**src/mem_defs.svh**
```systemverilog
`ifndef MEM_DEFS_SVH
`define MEM_DEFS_SVH

// byte address width on the fetch bus and the data bus
`define MEM_ADDR_W 32

// word index bits, the RAM holds 2**MEM_WORD_AW words
// index comes from address bits [MEM_WORD_AW+1:2]
`define MEM_WORD_AW 13

// entries in the fetch skid buffer
`define FETCH_BUF_DEPTH 2

`endif

```
**src/mem_pkg.sv**
```systemverilog
package mem_pkg;

  // load/store opcodes
  typedef enum logic [2:0] {
    LSU_LB  = 3'd0,
    LSU_LH  = 3'd1,
    LSU_LW  = 3'd2,
    LSU_LBU = 3'd3,
    LSU_LHU = 3'd4,
    LSU_SB  = 3'd5,
    LSU_SH  = 3'd6,
    LSU_SW  = 3'd7
  } lsu_op_e;

  // fetch skid buffer occupancy
  typedef enum logic [1:0] {
    FB_EMPTY = 2'd0,
    FB_ONE   = 2'd1,
    FB_TWO   = 2'd2
  } fbuf_state_e;

endpackage

```
**src/membus_if.sv**
```systemverilog
`timescale 1ns/1ps
`include "mem_defs.svh"

// data memory bus for loads and stores
interface membus_if;

  logic                   req;
  logic                   write;
  logic [`MEM_ADDR_W-1:0] addr;
  logic [31:0]            wdata;
  logic [3:0]             wr_mask;
  logic                   ack;
  logic [31:0]            rdata;

  modport requester (
    output req,
    output write,
    output addr,
    output wdata,
    output wr_mask,
    input  ack,
    input  rdata
  );

  modport memory (
    input  req,
    input  write,
    input  addr,
    input  wdata,
    input  wr_mask,
    output ack,
    output rdata
  );

endinterface

```
**src/load_store_unit.sv**
```systemverilog
`timescale 1ns/1ps
`include "mem_defs.svh"

module load_store_unit (
  input  logic                   clk,
  input  logic                   rst_i,
  input  logic                   lsu_valid_i,
  input  mem_pkg::lsu_op_e       lsu_op_i,
  input  logic [`MEM_ADDR_W-1:0] lsu_addr_i,
  input  logic [31:0]            lsu_wdata_i,
  output logic                   lsu_done_o,
  output logic [31:0]            lsu_rdata_o,
  output logic                   lsu_misaligned_o,
  membus_if.requester            dbus
);

  import mem_pkg::*;

  logic [1:0]  offs;
  logic        misaligned;
  logic        is_store;
  logic [3:0]  mask;
  logic [31:0] lane_data;

  lsu_op_e     op_q;
  logic [1:0]  offs_q;
  logic        done_q;
  logic        misal_q;
  logic [7:0]  rd_byte;
  logic [15:0] rd_half;

  assign offs = lsu_addr_i[1:0];

  always_comb
  begin
    misaligned = 1'b0;
    is_store   = 1'b0;
    mask       = 4'h0;
    lane_data  = lsu_wdata_i;
    case (lsu_op_i)
      LSU_LH, LSU_LHU: misaligned = offs[0];
      LSU_LW:          misaligned = (offs != 2'b00);
      LSU_SB:
      begin
        is_store  = 1'b1;
        mask      = 4'b0001 << offs;
        lane_data = {4{lsu_wdata_i[7:0]}};
      end
      LSU_SH:
      begin
        is_store   = 1'b1;
        misaligned = offs[0];
        mask       = 4'b0011 << offs;
        lane_data  = {2{lsu_wdata_i[15:0]}};
      end
      LSU_SW:
      begin
        is_store   = 1'b1;
        misaligned = (offs != 2'b00);
        mask       = 4'hF;
      end
      default: misaligned = 1'b0;
    endcase
  end

  // misaligned requests never reach the bus
  assign dbus.req     = lsu_valid_i && !misaligned;
  assign dbus.write   = is_store;
  assign dbus.addr    = lsu_addr_i;
  assign dbus.wdata   = lane_data;
  assign dbus.wr_mask = mask;

  always_ff @(posedge clk)
  begin
    if (rst_i)
    begin
      done_q  <= 1'b0;
      misal_q <= 1'b0;
    end
    else
    begin
      done_q  <= lsu_valid_i;
      misal_q <= lsu_valid_i && misaligned;
    end
  end

  always_ff @(posedge clk)
  begin
    if (lsu_valid_i)
    begin
      op_q   <= lsu_op_i;
      offs_q <= offs;
    end
  end

  // pick the addressed lanes from the returned word
  assign rd_byte = dbus.rdata[8*offs_q +: 8];
  assign rd_half = offs_q[1] ? dbus.rdata[31:16] : dbus.rdata[15:0];

  always_comb
  begin
    lsu_rdata_o = '0;
    if (!misal_q)
    begin
      case (op_q)
        LSU_LB:  lsu_rdata_o = {{24{rd_byte[7]}}, rd_byte};
        LSU_LBU: lsu_rdata_o = {24'h0, rd_byte};
        LSU_LH:  lsu_rdata_o = {{16{rd_half[15]}}, rd_half};
        LSU_LHU: lsu_rdata_o = {16'h0, rd_half};
        LSU_LW:  lsu_rdata_o = dbus.rdata;
        default: lsu_rdata_o = '0;
      endcase
    end
  end

  assign lsu_done_o       = done_q;
  assign lsu_misaligned_o = misal_q;

  // completion relies on the memory answering in exactly one cycle
  a_done_has_ack: assert property (
    @(posedge clk) disable iff (rst_i)
    (lsu_done_o && !lsu_misaligned_o) |-> dbus.ack
  );

  a_ack_after_req: assert property (
    @(posedge clk) disable iff (rst_i)
    dbus.ack |-> $past(dbus.req)
  );

endmodule

```
**src/flat_wrapper.sv**
```systemverilog
// flat-port wrapper written by rule: the top's interface ports become plain ports
module load_store_unit_flat import mem_pkg::*;
  (clk, rst_i, lsu_valid_i, lsu_op_i, lsu_addr_i, lsu_wdata_i, lsu_done_o, lsu_rdata_o, lsu_misaligned_o, dbus_req, dbus_write, dbus_addr, dbus_wdata, dbus_wr_mask, dbus_ack, dbus_rdata);
  membus_if dbus_i ();
  input  logic clk;
  input  logic rst_i;
  input  logic lsu_valid_i;
  input  mem_pkg::lsu_op_e lsu_op_i;
  input  logic [`MEM_ADDR_W-1:0] lsu_addr_i;
  input  logic [31:0] lsu_wdata_i;
  output logic lsu_done_o;
  output logic [31:0] lsu_rdata_o;
  output logic lsu_misaligned_o;
  output wire logic [$bits(dbus_i.req)-1:0] dbus_req;
  output wire logic [$bits(dbus_i.write)-1:0] dbus_write;
  output wire logic [$bits(dbus_i.addr)-1:0] dbus_addr;
  output wire logic [$bits(dbus_i.wdata)-1:0] dbus_wdata;
  output wire logic [$bits(dbus_i.wr_mask)-1:0] dbus_wr_mask;
  input wire logic [$bits(dbus_i.ack)-1:0] dbus_ack;
  input wire logic [$bits(dbus_i.rdata)-1:0] dbus_rdata;
  assign dbus_req = dbus_i.req;
  assign dbus_write = dbus_i.write;
  assign dbus_addr = dbus_i.addr;
  assign dbus_wdata = dbus_i.wdata;
  assign dbus_wr_mask = dbus_i.wr_mask;
  assign dbus_i.ack = dbus_ack;
  assign dbus_i.rdata = dbus_rdata;
  load_store_unit u_core (.clk(clk), .rst_i(rst_i), .lsu_valid_i(lsu_valid_i), .lsu_op_i(lsu_op_i), .lsu_addr_i(lsu_addr_i), .lsu_wdata_i(lsu_wdata_i), .lsu_done_o(lsu_done_o), .lsu_rdata_o(lsu_rdata_o), .lsu_misaligned_o(lsu_misaligned_o), .dbus(dbus_i));
endmodule
```
**config.mk**
```make
export PLATFORM = sky130hd
export DESIGN_NAME = load_store_unit_flat
export DESIGN_NICKNAME = d
export VERILOG_FILES = /design/src/mem_pkg.sv /design/src/membus_if.sv /design/src/load_store_unit.sv /design/src/flat_wrapper.sv
export VERILOG_INCLUDE_DIRS = /design/src
export SDC_FILE = /design/constraint.sdc
export NUM_CORES = 1
export LEC_CHECK = 0
export CORE_AREA = 5 5 77 79
export DETAILED_ROUTE_END_ITERATION = 8
export DIE_AREA = 0 0 82 84
export DONT_BUFFER_PORTS = 1
export PLACE_DENSITY = 0.49
export SETUP_SLACK_MARGIN = 0.2
export SYNTH_ARGS = -nofsm -noshare
export SYNTH_HDL_FRONTEND = slang
export SYNTH_SLANG_ARGS = --single-unit
```
**constraint.sdc**
```tcl
create_clock -name clk -period 2.3 [get_ports clk]
set_input_delay 0.69 -clock clk [delete_from_list [all_inputs] [get_ports clk]]
set_output_delay 0.69 -clock clk [all_outputs]
set_load 0.005 [all_outputs]
```
==> results.md <==
- Wire length of the first global-routing pass: approximately 8600 um
- Count of H-tree levels built during CTS: 1
- Sort of element at the start of the critical path: flop
- Synth-to-Final Area Change: 6.447%
- Remaining antenna violation count after routing: 0
- Inserted Clock Buffers: 3
- Syn Nets: 338
- Cell area after synthesis: ~1900 um^2
- CP startpoint: u_core.offs_q[0]$_DFFE_PP_
- Power density of the placed cells: ~380 nW/um^2
- Leakage: roughly 0.8 nW
- Num rows: 27
- Synthesized netlist cell count: 235
- Total number of nets in the final design: 304
- Dominant register cell in the synthesized netlist: edfxtp_1
- Highest-count cells in the layout ignoring fill and taps: buf_4 (18), o22ai_1 (16), a21o_1 (16)
- Setup repair after global routing missed its margin: yes
- CTS Root Cell: clkbuf_8
- Number of hold violations in the final report: 0
- Number of max-cap violations: 0
- Reg clk slew, reported paths: about 0.04 ns
- Final HPWL from detailed placement: approximately 4500 um
- Global placer's final weighted congestion: about 0.77
- Unique cell type count in the Yosys netlist: 46
- Die boundary width: around 80 um
- Commonest non-fill, non-tap cell in the layout: buf_4
- Via count of the first global-routing pass: between 1500 and 2000
- Final WL: 5722 um
- Largest net degree at the start of global routing: 19
- Proportion of register bits with asynchronous set or reset after synthesis: 0%
- Worst hold slack: roughly 0.54 ns
- Detailed router's first-iteration violation count: 26
- Number of antenna violations at the first check in global routing: 0
- Initial Util: approximately 35%
- Endpoint class of the critical path: primary output
- Clk sinks: 7
- Routed len/inst: ~21 um
- GRT Total Usage: 15.03%
- Data arrival time of the worst path: ~1.8 ns
- Critical path required time: around 1.6 ns
- Synth Warn #: 0
- Post-route fraction of the period consumed by the critical path: 106.2%
- Area taken by flip-flops and latches: between 150 and 200 um^2
- Total congestion overflow: 0
- Area used by multi-input combinational logic: between 1000 and 1500 um^2
- Classification of the worst setup path: flop to primary output
- Worst setup endpoint: lsu_rdata_o[17]
- Die area: slightly below 7000 um^2
- Floorplan die height: between 80 and 90 um
- Worst slew slack as a fraction of its limit: 74.14%
- Total via count after detailed routing: around 1700
- Antenna diode count: 0
- Status: complete, but fails checks
- Failing checks: setup timing
- Quantity of I/O buffers inserted on ports: 0
- Flops & latches, synth: 7
- Tightest Hold Check Type: input port to flop
- DR DRC count: 0
- Portion of the post-synthesis area used by sequential elements: 10.21%
- Final Worst Setup Slack: -0.1416 ns
- Count of flip-flops with a built-in enable after synthesis: 5
- Actual transition at the worst max-transition pin: between 0.3 and 0.4 ns
- Fill cell total of the finished layout: about 570
- Critical path peak fanout: 16
- Placed Instance Area: between 1500 and 2000 um^2
- Worst-case clock buffer depth: 2
- Top-level I/O count: a little over 200
- Design Area, Final: 1983 um^2
- Shortest period the worst path allows: 2.442 ns
- # setup viols final: 27
- Achievable Freq: 409.6 MHz
- Core area: between 5000 and 6000 um^2
- Total count of max-transition violations in the final report: 0
- First drt pass iteration count: 4
- Via count normalized by instance count: just over 6
- CTS tree: built
- Mean cell area of the mapped netlist: 7.928 um^2
- Maximum vdd drop: around 0.18 mV
- Layout cells sized above 1: about two fifths
## sequential cells by signal, indices dropped and copies added (netlist names)
signal / count
u_core.lsu_done_o: 1
u_core.offs_q: 2
u_core.op_q: 3
u_core.lsu_misaligned_o: 1
## worst max-delay path: stages, from the launching register on
cell and delay [ns]:
edfxtp_1 0.51, mux2i_1 0.37, mux2i_1 0.16, o21a_4 0.29
a21o_1 0.19
## cell type report
type | instances | share of cell area [%]
inverters | 2 | 0.3785
flip-flops and latches | 7 | 9.590
clock buffers | 4 | 2.271
repair buffers | 21 | 8.959
well taps | 72 | 4.543
multi-input cells | 166 | 74.26
## worst min path at each step
stage	from	to	depth (start not counted)
after floorplan	rst_i	u_core.lsu_done_o$_SDFF_PP0_	1
after global placement	rst_i	u_core.lsu_done_o$_SDFF_PP0_	1
after detailed placement	rst_i	u_core.lsu_done_o$_SDFF_PP0_	1
after CTS	rst_i	u_core.lsu_done_o$_SDFF_PP0_	1
after global routing	rst_i	u_core.lsu_done_o$_SDFF_PP0_	1
final	rst_i	u_core.lsu_done_o$_SDFF_PP0_	1
## per-layer routing
| layer | routed length (um) | part of all wire, % | GRT usage, % | vias up |
|---|---|---|---|---|
| met3 | 737 | 13 | 5.184 | 6 |
| met5 | 0 | 0 | 0 | - |
| met2 | 2781 | 49 | 27.04 | 131 |
| li1 | - | - | - | 766 |
| met1 | 2170 | 38 | 16.27 | 780 |
| met4 | 32 | 0.56 | 3.927 | 0 |
## power by group
part	internal (mW)	total [mW]	switching, mW
clock network	0.119	0.167	0.0479
registers	0.146	0.158	0.0121
logic	0.211	0.435	0.224
## logic make-up (layout without fill, tap and decap cells)
logic type,Yosys count,in the layout,synth area share [%]
AOI/OAI and AO/OA,92,92,33.31
muxes,34,34,20.28
DFF,7,7,10.21
buffers and inverters,62,27,22.70
xor gates and xnor gates,4,4,1.881
and+or+nand+nor,36,36,11.62
## timing repair
action / in CTS / in global routing
setup endpoints to repair: 40 / 33
resized for setup: 27 / 6
buffers inserted: 6 / 0
pin swaps: 13 / 5
hold buffers: 0 / 0
## synthesized netlist by cell type (2+ instances only)
| cell type | instances | area, um^2 |
|---|---|---|
| dfxtp_1 | 2 | 40.04 |
| clkbuf_1 | 7 | 26.28 |
| a21oi_1 | 26 | 130.1 |
| and2_1 | 2 | 12.51 |
| buf_2 | 8 | 40.04 |
| o21a_1 | 2 | 15.01 |
| nor2b_1 | 5 | 31.28 |
| edfxtp_1 | 5 | 150.1 |
| nor2_1 | 3 | 11.26 |
| o22ai_1 | 17 | 106.4 |
| mux2i_1 | 4 | 40.04 |
| nand2_1 | 4 | 15.01 |
| mux2_2 | 10 | 112.6 |
| mux2_1 | 20 | 225.2 |
| a21o_1 | 16 | 120.1 |
| nand3_1 | 8 | 40.04 |
| xor2_1 | 2 | 17.52 |
| xnor2_1 | 2 | 17.52 |
| buf_4 | 43 | 322.8 |
| o21ai_1 | 2 | 10.01 |
| nand2b_1 | 4 | 25.02 |
| a22oi_1 | 14 | 105.1 |
| inv_2 | 2 | 7.510 |
| o21ai_0 | 4 | 20.02 |
| a21boi_0 | 2 | 15.01 |
## metrics by stage
stage | utilization [%] | instances | power, mW | TNS (ns) | setup WS [ns]
floorplan | - | 235 | 0.5278 | 0 | 0.1548
global route | 37.63 | 272 | 0.8130 | -4.776 | -0.2027
detailed placement | 32.79 | 262 | 0.5311 | 0 | 0.04605
CTS | 36.94 | 272 | 0.7540 | -2.491 | -0.1322
global placement | 32.79 | 262 | 0.5306 | 0 | 0.05574
finish | 37.63 | 272 | 0.7601 | -2.981 | -0.1416
Power figures use the tool's default switching activity.
