==> src/mem_defs.svh <==
`ifndef MEM_DEFS_SVH
`define MEM_DEFS_SVH

// byte address width on the fetch bus and the data bus
`define MEM_ADDR_W 32

// word index bits, the RAM holds 2**MEM_WORD_AW words
// index comes from address bits [MEM_WORD_AW+1:2]
`define MEM_WORD_AW 13

// entries in the fetch skid buffer
`define FETCH_BUF_DEPTH 2

`endif

==> src/mem_pkg.sv <==
package mem_pkg;

  // load/store opcodes
  typedef enum logic [2:0] {
    LSU_LB  = 3'd0,
    LSU_LH  = 3'd1,
    LSU_LW  = 3'd2,
    LSU_LBU = 3'd3,
    LSU_LHU = 3'd4,
    LSU_SB  = 3'd5,
    LSU_SH  = 3'd6,
    LSU_SW  = 3'd7
  } lsu_op_e;

  // fetch skid buffer occupancy
  typedef enum logic [1:0] {
    FB_EMPTY = 2'd0,
    FB_ONE   = 2'd1,
    FB_TWO   = 2'd2
  } fbuf_state_e;

endpackage

==> src/wb_if.sv <==
`timescale 1ns/1ps
`include "mem_defs.svh"

// pipelined instruction fetch bus, read only
interface wb_if;

  logic                   cyc;
  logic                   stb;
  logic [`MEM_ADDR_W-1:0] adr;
  logic [3:0]             sel;
  logic                   ack;
  logic [31:0]            dat_r;

  modport master (
    output cyc,
    output stb,
    output adr,
    output sel,
    input  ack,
    input  dat_r
  );

  modport slave (
    input  cyc,
    input  stb,
    input  adr,
    input  sel,
    output ack,
    output dat_r
  );

endinterface

==> src/instr_fetch.sv <==
`timescale 1ns/1ps
`include "mem_defs.svh"

module instr_fetch (
  input  logic                   clk,
  input  logic                   rst_i,
  input  logic                   fetch_en_i,
  input  logic                   redirect_i,
  input  logic [`MEM_ADDR_W-1:0] redirect_pc_i,
  input  logic                   instr_ready_i,
  output logic                   instr_valid_o,
  output logic [31:0]            instr_o,
  output logic [`MEM_ADDR_W-1:0] instr_pc_o,
  wb_if.master                   wb
);

  import mem_pkg::*;

  logic [`MEM_ADDR_W-1:0] pc_q;
  logic [`MEM_ADDR_W-1:0] pend_pc_q;
  logic                   pend_q;
  logic                   pend_drop_q;

  fbuf_state_e            fb_state_q;
  fbuf_state_e            fb_state_d;
  logic [31:0]            buf_instr_q [`FETCH_BUF_DEPTH];
  logic [`MEM_ADDR_W-1:0] buf_pc_q [`FETCH_BUF_DEPTH];

  logic       head_valid;
  logic       push;
  logic       pop;
  logic       issue;
  logic       wait_rsp;
  logic       wr_sel;
  logic [1:0] fill_cur;
  logic [1:0] fill_nxt;

  assign head_valid = (fb_state_q != FB_EMPTY);

  // nothing is handed out in a redirect cycle
  assign instr_valid_o = head_valid && !redirect_i;
  assign instr_o       = buf_instr_q[0];
  assign instr_pc_o    = buf_pc_q[0];

  assign pop  = instr_valid_o && instr_ready_i;
  assign push = wb.ack && pend_q && !pend_drop_q && !redirect_i;

  // request still in flight without its response this cycle
  assign wait_rsp = pend_q && !wb.ack;

  always_comb
  begin
    case (fb_state_q)
      FB_ONE:  fill_cur = 2'd1;
      FB_TWO:  fill_cur = 2'd2;
      default: fill_cur = 2'd0;
    endcase
    fill_nxt = fill_cur + 2'(push) - 2'(pop);
    case (fill_nxt)
      2'd0:    fb_state_d = FB_EMPTY;
      2'd1:    fb_state_d = FB_ONE;
      default: fb_state_d = FB_TWO;
    endcase
  end

  // new request only if its response is sure to find a free slot
  assign issue = fetch_en_i && !redirect_i && !wait_rsp &&
                 (fill_nxt < 2'(`FETCH_BUF_DEPTH));

  assign wb.cyc = issue || pend_q;
  assign wb.stb = issue;
  assign wb.adr = pc_q;
  assign wb.sel = 4'hF;

  always_ff @(posedge clk)
  begin
    if (rst_i)
    begin
      pc_q        <= '0;
      pend_q      <= 1'b0;
      pend_drop_q <= 1'b0;
    end
    else if (redirect_i)
    begin
      pc_q        <= {redirect_pc_i[`MEM_ADDR_W-1:2], 2'b00};
      // a response still to come belongs to the old stream
      pend_q      <= wait_rsp;
      pend_drop_q <= wait_rsp;
    end
    else if (issue)
    begin
      pc_q        <= pc_q + `MEM_ADDR_W'd4;
      pend_q      <= 1'b1;
      pend_drop_q <= 1'b0;
    end
    else if (wb.ack)
    begin
      pend_q      <= 1'b0;
      pend_drop_q <= 1'b0;
    end
  end

  always_ff @(posedge clk)
  begin
    if (issue)
    begin
      pend_pc_q <= pc_q;
    end
  end

  always_ff @(posedge clk)
  begin
    if (rst_i || redirect_i)
    begin
      fb_state_q <= FB_EMPTY;
    end
    else
    begin
      fb_state_q <= fb_state_d;
    end
  end

  // slot for the incoming word after the head moves on
  assign wr_sel = (fb_state_q == FB_TWO) || ((fb_state_q == FB_ONE) && !pop);

  always_ff @(posedge clk)
  begin
    if (pop)
    begin
      buf_instr_q[0] <= buf_instr_q[1];
      buf_pc_q[0]    <= buf_pc_q[1];
    end
    if (push)
    begin
      buf_instr_q[wr_sel] <= wb.dat_r;
      buf_pc_q[wr_sel]    <= pend_pc_q;
    end
  end

  // issue rule has to keep a full buffer from taking another word
  a_no_overflow: assert property (
    @(posedge clk) disable iff (rst_i)
    ((fb_state_q == FB_TWO) && !pop) |-> !push
  );

  a_stall_stable: assert property (
    @(posedge clk) disable iff (rst_i)
    (instr_valid_o && !instr_ready_i) |=>
      (redirect_i || (instr_valid_o && $stable(instr_o) && $stable(instr_pc_o)))
  );

endmodule

==> src/flat_wrapper.sv <==
// flat-port wrapper written by rule: the top's interface ports become plain ports
module instr_fetch_flat import mem_pkg::*;
  (clk, rst_i, fetch_en_i, redirect_i, redirect_pc_i, instr_ready_i, instr_valid_o, instr_o, instr_pc_o, wb_cyc, wb_stb, wb_adr, wb_sel, wb_ack, wb_dat_r);
  wb_if wb_i ();
  input  logic clk;
  input  logic rst_i;
  input  logic fetch_en_i;
  input  logic redirect_i;
  input  logic [`MEM_ADDR_W-1:0] redirect_pc_i;
  input  logic instr_ready_i;
  output logic instr_valid_o;
  output logic [31:0] instr_o;
  output logic [`MEM_ADDR_W-1:0] instr_pc_o;
  output wire logic [$bits(wb_i.cyc)-1:0] wb_cyc;
  output wire logic [$bits(wb_i.stb)-1:0] wb_stb;
  output wire logic [$bits(wb_i.adr)-1:0] wb_adr;
  output wire logic [$bits(wb_i.sel)-1:0] wb_sel;
  input wire logic [$bits(wb_i.ack)-1:0] wb_ack;
  input wire logic [$bits(wb_i.dat_r)-1:0] wb_dat_r;
  assign wb_cyc = wb_i.cyc;
  assign wb_stb = wb_i.stb;
  assign wb_adr = wb_i.adr;
  assign wb_sel = wb_i.sel;
  assign wb_i.ack = wb_ack;
  assign wb_i.dat_r = wb_dat_r;
  instr_fetch u_core (.clk(clk), .rst_i(rst_i), .fetch_en_i(fetch_en_i), .redirect_i(redirect_i), .redirect_pc_i(redirect_pc_i), .instr_ready_i(instr_ready_i), .instr_valid_o(instr_valid_o), .instr_o(instr_o), .instr_pc_o(instr_pc_o), .wb(wb_i));
endmodule
==> config.mk <==
export PLATFORM = sky130hd
export DESIGN_NAME = instr_fetch_flat
export DESIGN_NICKNAME = d
export VERILOG_FILES = /design/src/mem_pkg.sv /design/src/wb_if.sv /design/src/instr_fetch.sv /design/src/flat_wrapper.sv
export VERILOG_INCLUDE_DIRS = /design/src
export SDC_FILE = /design/constraint.sdc
export NUM_CORES = 1
export LEC_CHECK = 0
export BUFFER_PORTS_ARGS = -buffer_cell sky130_fd_sc_hd__buf_4
export CORE_ASPECT_RATIO = 0.9
export CORE_MARGIN = 1
export CORE_UTILIZATION = 35
export DETAILED_ROUTE_END_ITERATION = 7
export GPL_TIMING_DRIVEN = 1
export PLACE_DENSITY_LB_ADDON = 0.1
export SETUP_SLACK_MARGIN = 0.3
export SLEW_MARGIN = 20
export SYNTH_ARGS = -nofsm -noshare
export SYNTH_HDL_FRONTEND = slang
export SYNTH_SLANG_ARGS = --single-unit
==> constraint.sdc <==
create_clock -name clk -period 4.4 [get_ports clk]
set_input_delay 0.88 -clock clk [delete_from_list [all_inputs] [get_ports clk]]
set_output_delay 0.88 -clock clk [all_outputs]
set_load 0.02 [all_outputs]
==> flow_summary.json <==
{
  "outcome": "completed",
  "multiInputGateArea_mm2": 0.00199,
  "combinationalPowerShare_pct": 6.4,
  "die_h_um": 140,
  "design.portCount": 173,
  "worst_slack_ns": 0.497,
  "crit_start": "redirect_i",
  "routed-via-count": 4578,
  "max_slew_headroom_at_the_worst_pin_pct": 53.4,
  "cp_max_stage_delay_ns": 0.35,
  "cts-root-to-sink-buffers": 2,
  "arrival_ns": 3.02,
  "level_count_of_the_clock_h_tree": 4,
  "static-leakage-power_nw": 3.43,
  "grt_pass1_wl_um": 25700,
  "setup.worst_path.end_class": "output pin",
  "postSynth.asyncResetShare_pct": 0,
  "area_overhead_vs_synth_pct": 28.5,
  "r2r_start": "u_core.pend_drop_q",
  "wire_per_inst_um": 17.4,
  "gp_routability_congestion": 0.773,
  "clock_power_share_pct": 40.2,
  "cts_tree": "built",
  "post_drt_via_cell_ratio": 4.83,
  "worst_pin_slew_ns": 0.700,
  "final_period_demand_of_the_worst_path_ns": 3.90,
  "placement_rows": 50,
  "min-delay-start": "u_core.pend_pc_q[5]",
  "post-dp-hpwl_um": 11000,
  "internal-power_mw": 2.88,
  "synthDominantAreaCellType": "sky130_fd_sc_hd__edfxtp_1",
  "critPathMaxFanout": 22,
  "detail_route.wirelength_um": 16500,
  "synthMostInstantiatedCell": "sky130_fd_sc_hd__edfxtp_1",
  "numCtsBuffers": 17,
  "post_synth_top_flop": "sky130_fd_sc_hd__edfxtp_1",
  "cts_num_sinks": 188,
  "root_buffer": "sky130_fd_sc_hd__clkbuf_16",
  "port-buffer-count": 162,
  "clk_latency_ns": 0.43,
  "slowest_stage": "sky130_fd_sc_hd__ha_1",
  "detailedRoute.firstIterationViolations": 246,
  "dpl-instance-area_mm2": 0.00898,
  "power-per-cell-area_mw_per_mm2": 394,
  "synth_area_per_cell_um2": 15.3,
  "die_width_um": 156,
  "num-nets-final": 722,
  "fin_skew_ns": 0.0115,
  "peakVddDrop_uv": 250,
  "finalCritPeriodShare_pct": 88.7,
  "crit_type": "in2out",
  "grt_start_max_net_pins": 54,
  "first_global_vias": 4631,
  "synth.ff_latch_count": 188,
  "worst_hold_slack_ns": 0.447,
  "nFillCells": 1909,
  "reg_power_share_pct": 53.4,
  "power_switching_share_pct": 23.4,
  "synth.cell_area_mm2": 0.00743,
  "grt_antenna_before_repair": 0,
  "max_freq_ghz": 0.256,
  "crit_required_ns": 3.52,
  "synth.yosys.seq_area_share_pct": 71.4,
  "ys_top_cells_by_area": "sky130_fd_sc_hd__edfxtp_1, sky130_fd_sc_hd__mux2_2, sky130_fd_sc_hd__dfxtp_1",
  "seqCellArea_mm2": 0.00531,
  "antenna_violating_nets_post_route": 0,
  "grt_overflow_total": 0,
  "min-delay-path-class": "reg2reg",
  "cell_chain_of_the_critical_path": "buf_4 > inv_2 > nand4b_1 > ha_1 > inv_1 > ha_1 > xnor2_2 > xnor2_1 > nor2_2 > nand2_1 > clkinvlp_4 > buf_4",
  "yosys_synthesis_warning_count": 0,
  "drt_pass1_iterations": 6,
  "rsz_0062_raised_after_global_routing": "false",
  "floorplan.initialDensity_pct": 35.7,
  "setup_tns_final_ns": 0,
  "clk_pin_slew_worst_paths_ns": 0.07,
  "detail_route.drc_violations": 0,
  "yosys.area.top_type_share_pct": 62.2,
  "synth.distinct_cells": 44,
  "layout.cell_area.non_filler_mm2": 0.00955,
  "timing.final.max_slew_violations": 0,
  "drive_above_1_share_pct": 41.1,
  "p_switching_mw": 0.881,
  "design.core.area_mm2": 0.0208,
  "design.die.area_mm2": 0.0218,
  "groute.usage.overall_pct": 15.5,
  "num_antenna_cells": 0,
  "maxCapViolations": 0,
  "post_synthesis_cell_count": 485,
  "finalHoldViolCount": 0,
  "synth-edff-count": 154,
  "critical_path.startpoint_type": "input port",
  "pre_cts_slack_ns": 0.460,
  "final_setup_fails": 0,
  "most_used_standard_cells_in_the_synthesized_netlist": "sky130_fd_sc_hd__edfxtp_1, sky130_fd_sc_hd__mux2_2, sky130_fd_sc_hd__dfxtp_1"
}
[through the flow]
step / instances / util [%] / total power [mW]
6_report: 948 / 45.8 / 3.76
5_1_grt: 948 / 45.8 / 3.89
4_1_cts: 948 / 45.8 / 3.82
3_5_place_dp: 916 / 43.1 / 2.29
3_3_place_gp: 916 / 43.1 / 2.29
2_1_floorplan: 491 / - / 2.16
[routing by layer]
layer  up-vias  GRT usage (%)  routed length [um]
met5         -              0                   0
met4         0           5.11                 189
met3        13           3.43                 784
met1      2227           20.9                7880
li1       2198              -                   -
met2       140           24.8                7620
[power by group through the flow]
stage / Clock (mW) / Sequential [mW] / Combinational (mW)
2_1_floorplan: 0 / 2.07 / 0.0912
3_5_place_dp: 0 / 2.05 / 0.242
4_1_cts: 1.56 / 2.01 / 0.243
6_report: 1.51 / 2.01 / 0.240
3_3_place_gp: 0 / 2.05 / 0.240
5_1_grt: 1.62 / 2.02 / 0.259
[logic make-up after synthesis]
| logic type | count (synthesis) | share of synthesized area (%) |
|---|---|---|
| AOI/OAI and AO/OA | 50 | 5.19 |
| and+or+nand+nor | 124 | 9.06 |
| DFF | 188 | 71.4 |
| muxes | 63 | 9.53 |
| other | 2 | 0.101 |
| xor gates and xnor gates | 14 | 1.75 |
| adders and majority gates | 3 | 0.505 |
| buffers and inverters | 41 | 2.49 |
[timing repair]
action                                  4_1_cts  5_1_grt
endpoints found under the setup margin        0        1
buffers inserted                              0        0
hold buffers                                  0        0
resized for setup                             0        1
[area by class of cell]
type / count / share of cell area (%)
clock inverter: 14 / 1.39
timing repair buffer: 169 / 13.4
clock buffer: 18 / 4.60
inverter: 11 / 0.472
sequential: 188 / 55.5
multi-input combinational: 262 / 20.8
tap: 286 / 3.75
[path summary, 6_finish.rpt]
kind,to,slack [ns],cells after the start
max reg2reg,u_core.wb.adr[31],1.22,10
min,u_core.buf_pc_q[1][5],0.45,0
min reg2reg,u_core.buf_pc_q[1][5],0.45,0
max,wb_stb,0.50,12
[cells in the final DEF, fill, tap and decap left out, drive strengths merged, types with 6 or more instances in the layout]
cell type / netlist / routed
buf: 12 / 169
edfxtp: 154 / 154
mux2: 62 / 62
dfxtp: 34 / 34
nor2: 31 / 31
clkbuf: 18 / 18
nand2: 17 / 17
inv: 11 / 17
a311oi: 14 / 14
nand3: 13 / 13
a211oi: 12 / 12
xnor2: 12 / 12
nor3: 11 / 11
or4: 10 / 10
o31ai: 9 / 9
nand4: 8 / 8
conb: 2 / 8
nor4: 6 / 6
[state kept, by name, summed over array words and instances, names as in the netlist]
| name | count |
|---|---|
| u_core.buf_pc_q | 60 |
| u_core.pend_drop_q | 1 |
| u_core.pend_pc_q | 30 |
| u_core.fb_state_q | 2 |
| u_core.wb.adr | 30 |
| u_core.buf_instr_q | 64 |
| u_core.pend_q | 1 |
[critical path, delay by kind of cell]
kind	cells	cell delay, ns
fa+ha+maj	2	0.57
buf+inv	5	0.67
simple gates	3	0.51
xor+xnor	2	0.40
Power figures use the tool's default switching activity.
